==> src/axi_w_pkg.sv <==
// Bus widths, FIFO depths, burst and response codes, AXI write channel structs
package axi_w_pkg;

    // --------------------------------------------------
    // Bus widths
    // --------------------------------------------------
    localparam int data_w = 32;
    localparam int addr_w = 16;
    localparam int id_w = 4;
    localparam int len_w = 8;
    localparam int size_w = 3;
    localparam int strb_w = data_w / 8;
    // Largest AWSIZE the bus can carry
    localparam int bytes_log2 = $clog2(strb_w);

    // Buffer depths per channel
    localparam int aw_depth = 4;
    localparam int w_depth = 16;
    localparam int b_depth = 4;

    // Address bit that flips on a 4 KB page change
    localparam int page_bit = 12;

    // --------------------------------------------------
    // Burst and response codes
    // --------------------------------------------------
    typedef enum logic [1:0] {
        burst_fixed = 2'b00,
        burst_incr  = 2'b01,
        burst_wrap  = 2'b10,
        burst_rsvd  = 2'b11
    } burst_e;

    localparam logic [1:0] resp_okay = 2'b00;
    localparam logic [1:0] resp_slverr = 2'b10;

    // --------------------------------------------------
    // Channel payloads
    // --------------------------------------------------
    // One AW request
    typedef struct packed {
        logic [id_w-1:0]   id;
        logic [addr_w-1:0] addr;
        logic [len_w-1:0]  len;
        logic [size_w-1:0] size;
        burst_e            burst;
    } aw_req_t;

    // One W beat
    typedef struct packed {
        logic [data_w-1:0] data;
        logic [strb_w-1:0] strb;
        logic              last;
    } w_beat_t;

    // One B response
    typedef struct packed {
        logic [id_w-1:0] id;
        logic [1:0]      resp;
    } b_resp_t;

    // User port payload, valid on each write strobe
    typedef struct packed {
        logic [id_w-1:0]   id;
        logic [len_w-1:0]  len;
        logic [size_w-1:0] size;
        burst_e            burst;
        logic [addr_w-1:0] addr;
        logic [data_w-1:0] data;
        logic [strb_w-1:0] strb;
        logic              last;
    } user_wr_t;

endpackage

==> src/sync_fifo.sv <==
// Synchronous show-ahead FIFO with a type-parameter payload and full/empty flags
`timescale 1ns/1ps

module sync_fifo #(
    parameter type payload_t = logic [7:0],
    parameter int  depth = 4
) (
    input  logic     clk,
    input  logic     rst_n,
    input  logic     push,
    input  payload_t din,
    output logic     full,
    input  logic     pop,
    output payload_t dout,
    output logic     empty
);

    localparam int ptr_w = (depth > 1) ? $clog2(depth) : 1;
    localparam int cnt_w = $clog2(depth + 1);

    payload_t mem [depth];
    logic [ptr_w-1:0] wr_ptr;
    logic [ptr_w-1:0] rd_ptr;
    // Occupancy, 0 to depth
    logic [cnt_w-1:0] count;
    logic do_push;
    logic do_pop;

    // Pointer step with wrap at depth
    function automatic logic [ptr_w-1:0] ptr_next(input logic [ptr_w-1:0] ptr);
        if (ptr == ptr_w'(depth - 1)) begin
            return '0;
        end
        return ptr + 1'b1;
    endfunction

    assign full = (count == cnt_w'(depth));
    assign empty = (count == '0);
    // Overflow and underflow requests are dropped here
    assign do_push = push && !full;
    assign do_pop = pop && !empty;
    // Head entry shown without a read cycle
    assign dout = mem[rd_ptr];

    // --------------------------------------------------
    // Pointers and occupancy
    // --------------------------------------------------
    always_ff @(posedge clk or negedge rst_n) begin
        if (!rst_n) begin
            wr_ptr <= '0;
            rd_ptr <= '0;
            count <= '0;
        end else begin
            if (do_push) begin
                wr_ptr <= ptr_next(wr_ptr);
            end
            if (do_pop) begin
                rd_ptr <= ptr_next(rd_ptr);
            end
            case ({do_push, do_pop})
                2'b10:   count <= count + 1'b1;
                2'b01:   count <= count - 1'b1;
                default: count <= count;
            endcase
        end
    end

    // Storage array
    always_ff @(posedge clk) begin
        if (do_push) begin
            mem[wr_ptr] <= din;
        end
    end

endmodule

==> src/burst_addr_calc.sv <==
// Next beat address for FIXED and INCR bursts with alignment and 4 KB bounding
`timescale 1ns/1ps

module burst_addr_calc (
    input  logic [axi_w_pkg::addr_w-1:0] start_addr,
    input  logic [axi_w_pkg::addr_w-1:0] cur_addr,
    input  logic [axi_w_pkg::size_w-1:0] size,
    input  axi_w_pkg::burst_e            burst,
    input  logic                         first,
    output logic [axi_w_pkg::addr_w-1:0] next_addr,
    output logic                         crosses_4kb
);

    import axi_w_pkg::*;

    logic [addr_w-1:0] align_mask;
    logic [addr_w-1:0] aligned_addr;
    logic [addr_w-1:0] addr_inc;
    logic [addr_w-1:0] base_addr;
    logic [addr_w-1:0] sum_addr;

    // --------------------------------------------------
    // Alignment
    // --------------------------------------------------
    // Clear the low size bits of the start address
    assign align_mask = {addr_w{1'b1}} << size;
    assign aligned_addr = start_addr & align_mask;

    // --------------------------------------------------
    // Increment
    // --------------------------------------------------
    // FIXED stays on the aligned start
    // INCR steps by 2^size bytes, WRAP and reserved follow INCR
    assign addr_inc = (burst == burst_fixed) ? '0 : (addr_w'(1) << size);

    // Beat 1 is counted from the aligned start
    // Unaligned offset of beat 0 is dropped there
    assign base_addr = first ? aligned_addr : cur_addr;
    assign sum_addr = base_addr + addr_inc;

    // --------------------------------------------------
    // 4 KB bounding
    // --------------------------------------------------
    // Page bit must match the start of the burst
    assign crosses_4kb = (sum_addr[page_bit] != start_addr[page_bit]);

    // Hold the base on a crossing so the beat stays in the start page
    assign next_addr = crosses_4kb ? base_addr : sum_addr;

endmodule

==> src/write_burst_ctrl.sv <==
// Burst phase FSM, beat counter, request latch, B response and user port drive
`timescale 1ns/1ps

module write_burst_ctrl (
    input  logic                clk,
    input  logic                rst_n,
    input  axi_w_pkg::aw_req_t  aw_head,
    input  logic                aw_empty,
    input  axi_w_pkg::w_beat_t  w_head,
    input  logic                w_empty,
    input  logic                b_full,
    output logic                aw_pop,
    output logic                w_pop,
    output logic                b_push,
    output axi_w_pkg::b_resp_t  b_entry,
    output logic                we,
    output axi_w_pkg::user_wr_t wr,
    output logic                err_4kb
);

    import axi_w_pkg::*;

    // Beats move in first and burst, responses go out in first, burst or resp
    typedef enum logic [1:0] {
        ph_idle  = 2'b00,
        ph_first = 2'b01,
        ph_burst = 2'b10,
        ph_resp  = 2'b11
    } phase_e;

    phase_e phase;
    phase_e phase_nxt;
    aw_req_t req_q;
    aw_req_t cur_req;
    logic [len_w-1:0] beat_cnt;
    logic [addr_w-1:0] beat_addr;
    // Registered beat address is a held one
    logic addr_held;
    logic [addr_w-1:0] next_addr;
    logic crosses_4kb;
    logic in_first;
    logic last_beat;
    logic size_err;

    // --------------------------------------------------
    // Request select and FIFO pops
    // --------------------------------------------------
    assign in_first = (phase == ph_first);
    // FIFO head in first, latched copy afterwards
    assign cur_req = in_first ? aw_head : req_q;

    // AW and beat 0 leave their FIFOs together
    assign aw_pop = in_first && !aw_empty && !w_empty;
    // Empty W FIFO stalls the burst
    assign w_pop = aw_pop || ((phase == ph_burst) && !w_empty);

    // Beat count is len+1, WLAST ignored
    assign last_beat = (aw_pop && (aw_head.len == '0)) ||
                       ((phase == ph_burst) && w_pop && (beat_cnt == req_q.len));

    // --------------------------------------------------
    // Write response
    // --------------------------------------------------
    assign size_err = (cur_req.size > size_w'(bytes_log2));
    assign b_entry.id = cur_req.id;
    assign b_entry.resp = size_err ? resp_slverr : resp_okay;
    // Pushed with the last beat, or later from resp once B has room
    assign b_push = !b_full && (last_beat || (phase == ph_resp));

    // --------------------------------------------------
    // Phase FSM
    // --------------------------------------------------
    always_comb begin
        phase_nxt = phase;
        case (phase)
            ph_idle: begin
                phase_nxt = ph_first;
            end
            ph_first: begin
                if (aw_pop && (aw_head.len != '0)) begin
                    phase_nxt = ph_burst;
                end else if (aw_pop && b_full) begin
                    phase_nxt = ph_resp;
                end
            end
            ph_burst: begin
                if (last_beat) begin
                    phase_nxt = b_full ? ph_resp : ph_first;
                end
            end
            ph_resp: begin
                if (!b_full) begin
                    phase_nxt = ph_first;
                end
            end
            default: phase_nxt = ph_idle;
        endcase
    end

    always_ff @(posedge clk or negedge rst_n) begin
        if (!rst_n) begin
            phase <= ph_idle;
            beat_cnt <= '0;
            addr_held <= 1'b0;
        end else begin
            phase <= phase_nxt;
            if (w_pop) begin
                // Count restarts at 1 after beat 0
                beat_cnt <= in_first ? len_w'(1) : beat_cnt + 1'b1;
                addr_held <= crosses_4kb;
            end
        end
    end

    // Request copy and address of the next beat
    always_ff @(posedge clk) begin
        if (aw_pop) begin
            req_q <= aw_head;
        end
        if (w_pop) begin
            beat_addr <= next_addr;
        end
    end

    burst_addr_calc u_addr_calc (
        .start_addr  (cur_req.addr),
        .cur_addr    (beat_addr),
        .size        (cur_req.size),
        .burst       (cur_req.burst),
        .first       (in_first),
        .next_addr   (next_addr),
        .crosses_4kb (crosses_4kb)
    );

    // --------------------------------------------------
    // User port
    // --------------------------------------------------
    assign we = w_pop;
    assign wr.id = cur_req.id;
    assign wr.len = cur_req.len;
    assign wr.size = cur_req.size;
    assign wr.burst = cur_req.burst;
    // Beat 0 carries the raw request address
    assign wr.addr = in_first ? aw_head.addr : beat_addr;
    assign wr.data = w_head.data;
    assign wr.strb = we ? w_head.strb : '0;
    assign wr.last = we ? w_head.last : 1'b0;
    // Flag only the beats whose address was held
    assign err_4kb = (phase == ph_burst) && we && addr_held;

endmodule

==> src/axi_slave_wr.sv <==
// AXI4 write slave top with AW, W and B FIFOs around the burst controller
`timescale 1ns/1ps

module axi_slave_wr (
    input  logic                clk,
    input  logic                rst_n,
    // AW channel
    input  axi_w_pkg::aw_req_t  aw,
    input  logic                awvalid,
    output logic                awready,
    // W channel
    input  axi_w_pkg::w_beat_t  w,
    input  logic                wvalid,
    output logic                wready,
    // B channel
    output axi_w_pkg::b_resp_t  b,
    output logic                bvalid,
    input  logic                bready,
    // User port
    output logic                we,
    output axi_w_pkg::user_wr_t wr,
    output logic                err_4kb
);

    import axi_w_pkg::*;

    aw_req_t aw_head;
    logic aw_full;
    logic aw_empty;
    logic aw_pop;
    w_beat_t w_head;
    logic w_full;
    logic w_empty;
    logic w_pop;
    b_resp_t b_entry;
    logic b_push;
    logic b_full;
    logic b_empty;

    // --------------------------------------------------
    // AXI handshakes
    // --------------------------------------------------
    assign awready = !aw_full;
    assign wready = !w_full;
    assign bvalid = !b_empty;

    // Outstanding requests
    sync_fifo #(
        .payload_t (aw_req_t),
        .depth     (aw_depth)
    ) u_aw_fifo (
        .clk   (clk),
        .rst_n (rst_n),
        .push  (awvalid && awready),
        .din   (aw),
        .full  (aw_full),
        .pop   (aw_pop),
        .dout  (aw_head),
        .empty (aw_empty)
    );

    // Write beats
    sync_fifo #(
        .payload_t (w_beat_t),
        .depth     (w_depth)
    ) u_w_fifo (
        .clk   (clk),
        .rst_n (rst_n),
        .push  (wvalid && wready),
        .din   (w),
        .full  (w_full),
        .pop   (w_pop),
        .dout  (w_head),
        .empty (w_empty)
    );

    // Responses, head stays on b until bready
    sync_fifo #(
        .payload_t (b_resp_t),
        .depth     (b_depth)
    ) u_b_fifo (
        .clk   (clk),
        .rst_n (rst_n),
        .push  (b_push),
        .din   (b_entry),
        .full  (b_full),
        .pop   (bvalid && bready),
        .dout  (b),
        .empty (b_empty)
    );

    write_burst_ctrl u_ctrl (
        .clk      (clk),
        .rst_n    (rst_n),
        .aw_head  (aw_head),
        .aw_empty (aw_empty),
        .w_head   (w_head),
        .w_empty  (w_empty),
        .b_full   (b_full),
        .aw_pop   (aw_pop),
        .w_pop    (w_pop),
        .b_push   (b_push),
        .b_entry  (b_entry),
        .we       (we),
        .wr       (wr),
        .err_4kb  (err_4kb)
    );

endmodule

==> config.mk <==
export PLATFORM = sky130hd
export DESIGN_NAME = axi_slave_wr
export DESIGN_NICKNAME = d
export VERILOG_FILES = /design/src/axi_w_pkg.sv /design/src/sync_fifo.sv /design/src/burst_addr_calc.sv /design/src/write_burst_ctrl.sv /design/src/axi_slave_wr.sv
export SDC_FILE = /design/constraint.sdc
export NUM_CORES = 1
export LEC_CHECK = 0
export BUFFER_PORTS_ARGS = -buffer_cell sky130_fd_sc_hd__buf_2
export CORE_UTILIZATION = 45
export DETAILED_ROUTE_END_ITERATION = 10
export HOLD_SLACK_MARGIN = 0.1
export MAX_ROUTING_LAYER = met4
export PLACE_DENSITY = 0.7
export SYNTH_ARGS = -nofsm -noshare
export SYNTH_HDL_FRONTEND = slang
export SYNTH_SLANG_ARGS = --single-unit
==> constraint.sdc <==
create_clock -name clk -period 6.4 [get_ports clk]
set_input_delay 0.96 -clock clk [delete_from_list [all_inputs] [get_ports clk]]
set_output_delay 0.96 -clock clk [all_outputs]
set_load 0.02 [all_outputs]
# ---- Word level (Yosys, flattened, before mapping)
# Memory sizes are Yosys's and may differ from the RTL's.
# Cells that the tools add are included.
dict set report totals {
  in_bits 75
  reg_bits 87
  ramBits 748
  memories 3
}
dict set report op_classes {
  n_reduce_logical 39
  shifts 2
  n_bitwise 1
  muxes 48
  eq_ne 23
  n_lt_le_gt_ge 1
  add_sub_neg 14
}
# name words word_bits rd rd_clocked_by_memory_dff write_ports line
set memory_table {}
lappend memory_table {u_w_fifo.mem 16 37 1 0 1 sync_fifo.sv:21} ;# payload_t mem [depth];
lappend memory_table {u_aw_fifo.mem 4 33 1 0 1 sync_fifo.sv:21}
lappend memory_table {u_b_fifo.mem 4 6 1 0 1 sync_fifo.sv:21}
# cell count
set op_table {}
lappend op_table {{$mux W16} 4}
lappend op_table {{$mux W33} 1}
lappend op_table {{$mux W2} 14}
lappend op_table {{$mux W4} 5}
lappend op_table {{$logic_and A1 B1 Y1} 19}
lappend op_table {{$mux W1} 19}
lappend op_table {{$eq A2 B2 Y1 const B} 9}
lappend op_table {{$add A16 B16 Y16} 1}
lappend op_table {{$and A16 B16 Y16} 1}
lappend op_table {{$shl A1 B3 Y16 const A} 1}
lappend op_table {{$shl A16 B3 Y16 const A} 1}
lappend op_table {{$pmux W3 S2} 2}
lappend op_table {{$pmux W5 S2} 1}
lappend op_table {{$add A2 B1 Y2 const B} 4}
lappend op_table {{$add A4 B1 Y4 const B} 2}
lappend op_table {{$add A8 B1 Y8 const B} 1}
lappend op_table {{$eq A2 B1 Y1 const B} 4}
lappend op_table {{$eq A4 B4 Y1 const B} 2}
lappend op_table {{$eq A8 B8 Y1} 1}
lappend op_table {{$logic_not A8 Y1} 1}
lappend op_table {{$mux W8} 1}
lappend op_table {{$pmux W2 S4} 1}
lappend op_table {{$reduce_bool A8 Y1} 1}
lappend op_table {{$add A3 B1 Y3 const B} 2}
lappend op_table {{other kinds (17)} 30}

# ---- Depth between registers and ports, before layout
# Gate-level depths: netlist of the first run.
dict set report depth {
  ltp_word 13
  mapped_depth 18
  mapped_depth_nobuf 16
}

# ---- Hierarchy
# Synthesis of the first run repeated with hierarchy kept, for this count alone.
dict set report hier_totals {
  hier_cells 1820
  hier_area_um2 34385.5
}
# mod area_each_um2 seq_area_each_um2 cells_each n_inst
set by_module_without_submodules {}
lappend by_module_without_submodules {{sync_fifo (u_w_fifo)} 23396.2 18102.4 1082 1}
lappend by_module_without_submodules {{sync_fifo (u_aw_fifo)} 5263.8 4139.0 213 1}
lappend by_module_without_submodules {write_burst_ctrl 3261.9 1746.7 305 1}
lappend by_module_without_submodules {{sync_fifo (u_b_fifo)} 1347.5 895.9 72 1}
lappend by_module_without_submodules {burst_addr_calc 1086.0 0.0 142 1}
lappend by_module_without_submodules {axi_slave_wr 30.0 0.0 6 1}

# ---- Worst setup path before layout of the first run
# OpenSTA, ideal clock, no wires.
dict set report synth_timing {
  path_type {input port to flip-flop}
  from {input wvalid}
  to {memory u_w_fifo.mem[3][0] (netlist bit), enable pin}
  t_required_ps 5923
  setup_time_ps 477
  arrival_ps 4012
  cell_stages 4
  setup_slack_ps 1911
  path_cell_list {and2_1 clkbuf_1 nand2_1 nor3_1}
}
dict set report synth_via {
  elab_chain_cells 4
}
# item line
set synth_rtl {}
lappend synth_rtl {{start: declaration} axi_slave_wr.sv:13} ;# input logic wvalid,
lappend synth_rtl {{$logic_and A1 B1 Y1} axi_slave_wr.sv:69} ;# .push (wvalid && wready),
lappend synth_rtl {{$logic_and A1 B1 Y1} sync_fifo.sv:40} ;# assign do_push = push && !full;
lappend synth_rtl {{$mux W1} sync_fifo.sv:70} ;# if (do_push) begin
lappend synth_rtl {{$mux W1 (implied by the code)} sync_fifo.sv:71} ;# mem[wr_ptr] <= din;
lappend synth_rtl {{end: declaration} sync_fifo.sv:21}
# No other way between the ends.

==> flow_summary.json, run 1 <==
{
  "clock-sinks": 816,
  "final_cells": 2736,
  "drt-vias-per-instance": 5.58,
  "finalCriticalPeriod_ps": 5030,
  "fp.dieArea_um2": 73400,
  "synth_cell_type_count": 72,
  "clk_latency_ps": 630,
  "cts-root-buf": "clkbuf_16",
  "die_h_um": 271,
  "ys_warn_count": 0,
  "rows": 98,
  "status": "finished clean",
  "avgSynthCellArea_um2": 21.4,
  "core-area_um2": 71500,
  "synth.area.top_cells": "edfxtp_1 (72%), mux4_2 (15%), dfrtp_1 (2.9%), ha_1 (1.3%), mux2_2 (0.90%)",
  "drtIter0Drc": 1049,
  "die_w_um": 271,
  "clockBufferDepth": 3,
  "setup_viol": 0,
  "wirelength_um": 66900,
  "cts-hold-fix-buffers": 0,
  "synth_edf_count": 778,
  "drv_slew": 0,
  "fin_skew_ps": 25.1,
  "synth_commonest_cells": "edfxtp_1 (778), mux4_2 (219), nand2_1 (63), clkbuf_1 (39), dfrtp_1 (38)",
  "drive_gt1_share_pct": 33.7,
  "pre_cts_ws_ps": 1470,
  "synth.most_common_cell": "edfxtp_1",
  "htreeDepth": 3,
  "finish.utilization_pct": 52.3,
  "seq_area_frac_synth_pct": 74.7,
  "hpwl_um": 37300,
  "final.setup.tns_ps": 0,
  "r2r_setup_slack_ps": 1390,
  "regToRegEndpoint": "u_ctrl.beat_addr[1]",
  "synth_nets": 1629,
  "grt_max_degree": 87,
  "critPathLaunchType": "register",
  "yosysTopAreaCell": "edfxtp_1",
  "r2r_start": "u_ctrl.phase[1]",
  "synthToLayoutAreaGrowth_pct": 15.0,
  "grt_pass1_vias": 16300,
  "ys_seq_elements": 816,
  "reg2reg_depth": 15,
  "relSlewSlack_pct": 28.5,
  "cts_resized": 0,
  "grt_pass1_wl_um": 101000,
  "design_area_um2": 37400,
  "postRouteAntennaNets": 0,
  "powerDensity_nw_per_um2": 494,
  "cts_buffers": 84,
  "post_dp_cell_area_um2": 34500,
  "drt-pass1-iter-count": 5,
  "synth_top_area_share_pct": 71.8,
  "layout.nets": 1830,
  "synthCells": 1517,
  "ir_drop_uv": 331,
  "arrival_ps": 4070,
  "criticalPathCategory": "reg -> out",
  "rsz0062_at_grt": "no",
  "grt_use_total_pct": 19.2,
  "port_buffers": 154,
  "ios": 156,
  "initial_core_util_pct": 45.5,
  "gp_congestion": 0.786,
  "vias": 15300,
  "async_flop_share_pct": 4.66,
  "wire_per_inst_um": 24.5,
  "crit_fanout": 24,
  "grt_overflow": 0,
  "ys.flop_type": "edfxtp_1",
  "synth.cell_area_um2": 32500,
  "drc": 0,
  "maxCapViolCount": 0,
  "critPathCaptureType": "output pin",
  "min_path_type": "in -> async",
  "hold_viol": 0,
  "fin_ws_ps": 1370,
  "period_share_pct": 78.6,
  "cts_tree": "done",
  "clk_pin_slew_ps": 60,
  "antenna_found_initial": 1,
  "fmax_mhz": 199,
  "p_leak_nw": 12.4,
  "dpl.cell_count": 2582,
  "post_cts_buffers": 0,
  "required_ps": 5440,
  "tightest_slew_ps": 1070
}
-- cell type report --
class	instances	area, um2
inverters	32	120
clock inverters	49	631
multi-input cells	598	7870
well taps	950	1190
flip-flops and latches	816	24300
repair buffers	186	1040
diodes	2	5.00
fillers	5467	34100
clock buffers	103	2220
-- metrics by stage --
stage	hold slack, ps	power, mW
after global routing	511	19.4
after CTS	501	18.7
after global placement	468	13.5
after floorplan	440	11.8
final	496	18.5
after detailed placement	490	13.7
-- routing by layer --
metal | global-route usage, % | part of all wire, % | vias to the layer above
li1 | - | - | 6682
met1 | 24.4 | 41 | 8048
met2 | 31.6 | 51 | 457
met3 | 3.65 | 5.9 | 69
met4 | 5.06 | 1.7 | 0
met5 | - | 0 | -
-- worst max-delay path: stages (launching register included) --
cell	delay (ps)
dfrtp_1	420
inv_1	80
ha_2	490
o31a_1	220
nand2_1	150
inv_1	620
nor2_1	110
buf_4	240
inv_1	700
and2_1	230
buf_2	160
-- worst max-delay path by stage --
stage	from	to	slack [ps]	cells after the start
floorplan	wvalid	u_w_fifo.mem[3][0]	1910	4
global placement	u_ctrl.phase[1]	u_ctrl.beat_addr[2]	1530	15
detailed placement	u_ctrl.phase[1]	u_ctrl.beat_addr[1]	1470	15
CTS	u_ctrl.phase[1]	wr[1]	1260	10
global route	u_ctrl.phase[1]	u_ctrl.beat_addr[1]	940	15
finish	u_ctrl.phase[1]	wr[1]	1370	10
-- registers in the layout (all words and copies together) (netlist names), 3 cells and up --
register / cells
u_ctrl.beat_addr: 16
u_aw_fifo.count: 3
u_w_fifo.wr_ptr: 4
u_aw_fifo.mem: 132
u_ctrl.req_q: 18
u_w_fifo.count: 5
u_b_fifo.count: 3
u_b_fifo.mem: 20
u_w_fifo.rd_ptr: 4
u_w_fifo.mem: 592
u_ctrl.beat_cnt: 8
-- cell families after synthesis --
family / Yosys count / share of synthesized area, %
flops: 816 / 74.7
compound gates: 93 / 1.92
mux: 262 / 16.9
buf+inv: 103 / 1.41
simple gates: 173 / 2.60
fa+ha+maj: 37 / 1.52
other cells: 1 / 0.0115
xor+xnor: 32 / 0.862
-- power by group --
group | switching [mW] | total [mW] | internal [mW]
sequential | 0.624 | 7.42 | 6.80
clock | 2.00 | 4.97 | 2.98
combinational | 3.34 | 6.08 | 2.73
-- cell usage in the layout, fill, tap and decap left out, types with 5 or more instances in the layout --
master       n
o21ai_0     24
nor2_1      22
buf_2      154
and3_1       6
dfrtp_1     33
nand3_1      9
mux2_4      10
inv_1       31
mux4_2     219
nor3_1      13
clkinv_1    12
nand2b_1     5
bufinv_16   12
nor2_4      12
nand2_1     63
and2_1      14
a21oi_1     24
edfxtp_1   778
clkbuf_1    15
xnor2_1     14
a21o_1      13
mux2_2      26
clkbuf_16   85
buf_4       30
clkinv_2    14
ha_1        32
xor2_1      18
(Power assumes the default switching activity.)
==> run 2, diff against run 1 <==
--- a/config.mk
+++ b/config.mk
@@ -5,12 +5,13 @@
 export SDC_FILE = /design/constraint.sdc
 export NUM_CORES = 1
 export LEC_CHECK = 0
+export ABC_AREA = 1
 export BUFFER_PORTS_ARGS = -buffer_cell sky130_fd_sc_hd__buf_2
 export CORE_UTILIZATION = 45
 export DETAILED_ROUTE_END_ITERATION = 10
 export HOLD_SLACK_MARGIN = 0.1
 export MAX_ROUTING_LAYER = met4
-export PLACE_DENSITY = 0.7
+export PLACE_DENSITY = 0.73
 export SYNTH_ARGS = -nofsm -noshare
 export SYNTH_HDL_FRONTEND = slang
 export SYNTH_SLANG_ARGS = --single-unit
==> constraint.sdc (replaced) <==
create_clock -name clk -period 4.47 [get_ports clk]
set_input_delay 0.6705 -clock clk [delete_from_list [all_inputs] [get_ports clk]]
set_output_delay 0.6705 -clock clk [all_outputs]
set_load 0.02 [all_outputs]
==> flow_summary.json, run 2 <==
{
  "finalCriticalPeriod_ps": 3970,
  "cts-root-buf": "clkbuf_16",
  "vias": 21500,
  "setup_viol": 0,
  "gp_congestion": 0.899,
  "htreeDepth": 3,
  "ys.flop_type": "edfxtp_1",
  "yosysTopAreaCell": "edfxtp_1",
  "port_buffers": 154,
  "drt-vias-per-instance": 5.65,
  "wirelength_um": 80700,
  "path_cells": "inv_2 > nand2_1 > nand2_1 > nand2_1 > o21ai_2 > nand2_1 > o21ai_2 > inv_2 > nand2_1 > nor2_1 > ha_1 > fa_1 > nand3_1 > nand2_1 > a21oi_1 > o21ai_2 > nand3_4 > nand2_4 > nand2_4 > nand2_4 > nand2_1 > nand2_1",
  "ys_warn_count": 0,
  "wire_per_inst_um": 21.2,
  "cts_tree": "done",
  "post_cts_buffers": 0,
  "design_area_um2": 38200,
  "synth.area.top_cells": "edfxtp_1 (70%), o21ai_0 (5.1%), nand2_1 (4.2%), nor2_1 (4.1%), dfrtp_1 (2.8%)",
  "cp_top_family": "simple AND/OR/NAND/NOR gates",
  "largest_reg_flops": 592,
  "critPathSlowestCell": "dfrtp_2",
  "grt_pass1_wl_um": 121000,
  "period_share_pct": 88.8,
  "min_path_type": "in -> async",
  "cts_resized": 0,
  "cpPeakStageDelay_ps": 490,
  "clockBufferDepth": 3,
  "clk_latency_ps": 640,
  "rsz0062_at_grt": "no",
  "pre_cts_ws_ps": 522,
  "layout_commonest_cell": "edfxtp_1",
  "synth_top_area_share_pct": 69.9,
  "avgSynthCellArea_um2": 12.7,
  "reg.largest.list": "u_w_fifo.mem x592, u_aw_fifo.mem x132, u_b_fifo.mem x20",
  "drc": 8,
  "die_w_um": 274,
  "cts-hold-fix-buffers": 0,
  "rows": 99,
  "fmax_mhz": 252,
  "clk_pin_slew_ps": 60,
  "layout.nets": 2875,
  "drt-pass1-iter-count": 8,
  "clock-sinks": 816,
  "seq_area_frac_synth_pct": 72.8,
  "ir_drop_uv": 717,
  "synthCells": 2632,
  "drtIter0Drc": 2646,
  "ys_seq_elements": 816,
  "synth.cell_area_um2": 33400,
  "crit_fanout": 33,
  "crit_top_cell": "nand2_1",
  "hpwl_um": 43800,
  "postRouteAntennaNets": 0,
  "fin_ws_ps": 500,
  "post_dp_cell_area_um2": 35200,
  "drive_gt1_share_pct": 14.2,
  "synthToLayoutAreaGrowth_pct": 14.3,
  "status": "complete, but fails checks",
  "fp.dieArea_um2": 75300,
  "drv_slew": 0,
  "synth_nets": 2744,
  "fin_skew_ps": 41.4,
  "critPathLaunchType": "register",
  "hold_viol": 0,
  "final.setup.tns_ps": 0,
  "failed_checks": "DRC",
  "critPathCaptureType": "register",
  "worst-path-buf-inv": 2,
  "core-area_um2": 73200,
  "criticalPathCategory": "reg -> reg",
  "initial_core_util_pct": 45.6,
  "synth.most_common_cell": "edfxtp_1",
  "maxCapViolCount": 0,
  "powerDensity_nw_per_um2": 736,
  "synth_commonest_cells": "edfxtp_1 (778), nand2_1 (372), nor2_1 (366), o21ai_0 (339), nand3_1 (124)",
  "layout_common_cells": "edfxtp_1 (778), nand2_1 (372), nor2_1 (345)",
  "required_ps": 4850,
  "grt_max_degree": 249,
  "grt_pass1_vias": 20500,
  "ios": 156,
  "synth_cell_type_count": 48,
  "p_leak_nw": 13.4,
  "relSlewSlack_pct": 15.5,
  "synth_edf_count": 778,
  "antenna_found_initial": 11,
  "top_register": "u_w_fifo.mem",
  "async_flop_share_pct": 4.66,
  "die_h_um": 274,
  "arrival_ps": 4350,
  "cts_buffers": 85,
  "tightest_slew_ps": 1270,
  "grt_use_total_pct": 22.0,
  "grt_overflow": 0
}
==> run 2: area by class of cell <==
cell class | count | area [um2]
timing repair buffer | 197 | 1170
inverter | 87 | 337
antenna | 8 | 20.0
sequential | 816 | 24300
clock inverter | 58 | 709
fill | 5978 | 35000
clock buffer | 97 | 2190
multi-input combinational | 1576 | 8220
tap | 959 | 1200
==> run 2: final timing paths <==
| path | slack, ps | cells past startpoint | startpoint | endpoint |
|---|---|---|---|---|
| min in group clk | 260 | 1 | aw[25] | u_aw_fifo.mem[2][25] |
| max reg2reg | 500 | 22 | u_aw_fifo.rd_ptr[0] | u_ctrl.beat_addr[1] |
| max | 500 | 22 | u_aw_fifo.rd_ptr[0] | u_ctrl.beat_addr[1] |
| max in group asynchronous | 3550 | 1 | rst_n | u_w_fifo.rd_ptr[0] |
| min reg2reg | 500 | 1 | u_w_fifo.count[0] | u_w_fifo.count[0] |
| min | 190 | 1 | rst_n | u_b_fifo.rd_ptr[1] |
==> run 2: routing by layer <==
metal	track usage (%)	part of all wire [%]
met2	33.6	47
met1	29.9	42
met5	-	0
met3	3.44	8.4
met4	7.56	2.5
==> run 2: kinds of logic (layout without fill, tap and decap cells) <==
| group | Yosys count | after routing | share of synthesized area, % |
|---|---|---|---|
| buffers and inverters | 240 | 439 | 3.10 |
| flip-flops | 816 | 816 | 72.8 |
| AND/OR/NAND/NOR | 917 | 917 | 11.5 |
| AO/OA/AOI/OAI | 594 | 594 | 10.4 |
| other | 1 | 9 | 0.0112 |
| XOR/XNOR | 27 | 27 | 0.708 |
| adder cells (fa/ha/maj) | 37 | 37 | 1.48 |
==> run 2: worst register-to-register path, delay by kind of cell, from the launching register on <==
kind	cells	cell delay [ps]
simple gates	14	1320
buf+inv	2	520
compound gates	4	750
flops	1	490
fa+ha+maj	2	670
==> run 2: through the flow <==
stage	total power, mW	cells	utilization, %	hold slack (ps)
after CTS	28.1	3790	52.1	192
after floorplan	17.4	2632	-	375
after global placement	20.6	3635	48.1	478
final	28.1	3798	52.1	190
after detailed placement	20.8	3635	48.1	486
after global routing	29.6	3797	52.1	234
==> run 2: power breakdown <==
group | internal (mW) | total [mW] | leakage (nW) | switching, mW
combinational | 2.98 | 10.6 | 4.42 | 7.63
sequential | 9.73 | 10.2 | 7.53 | 0.422
clock | 4.32 | 7.31 | 1.41 | 2.99
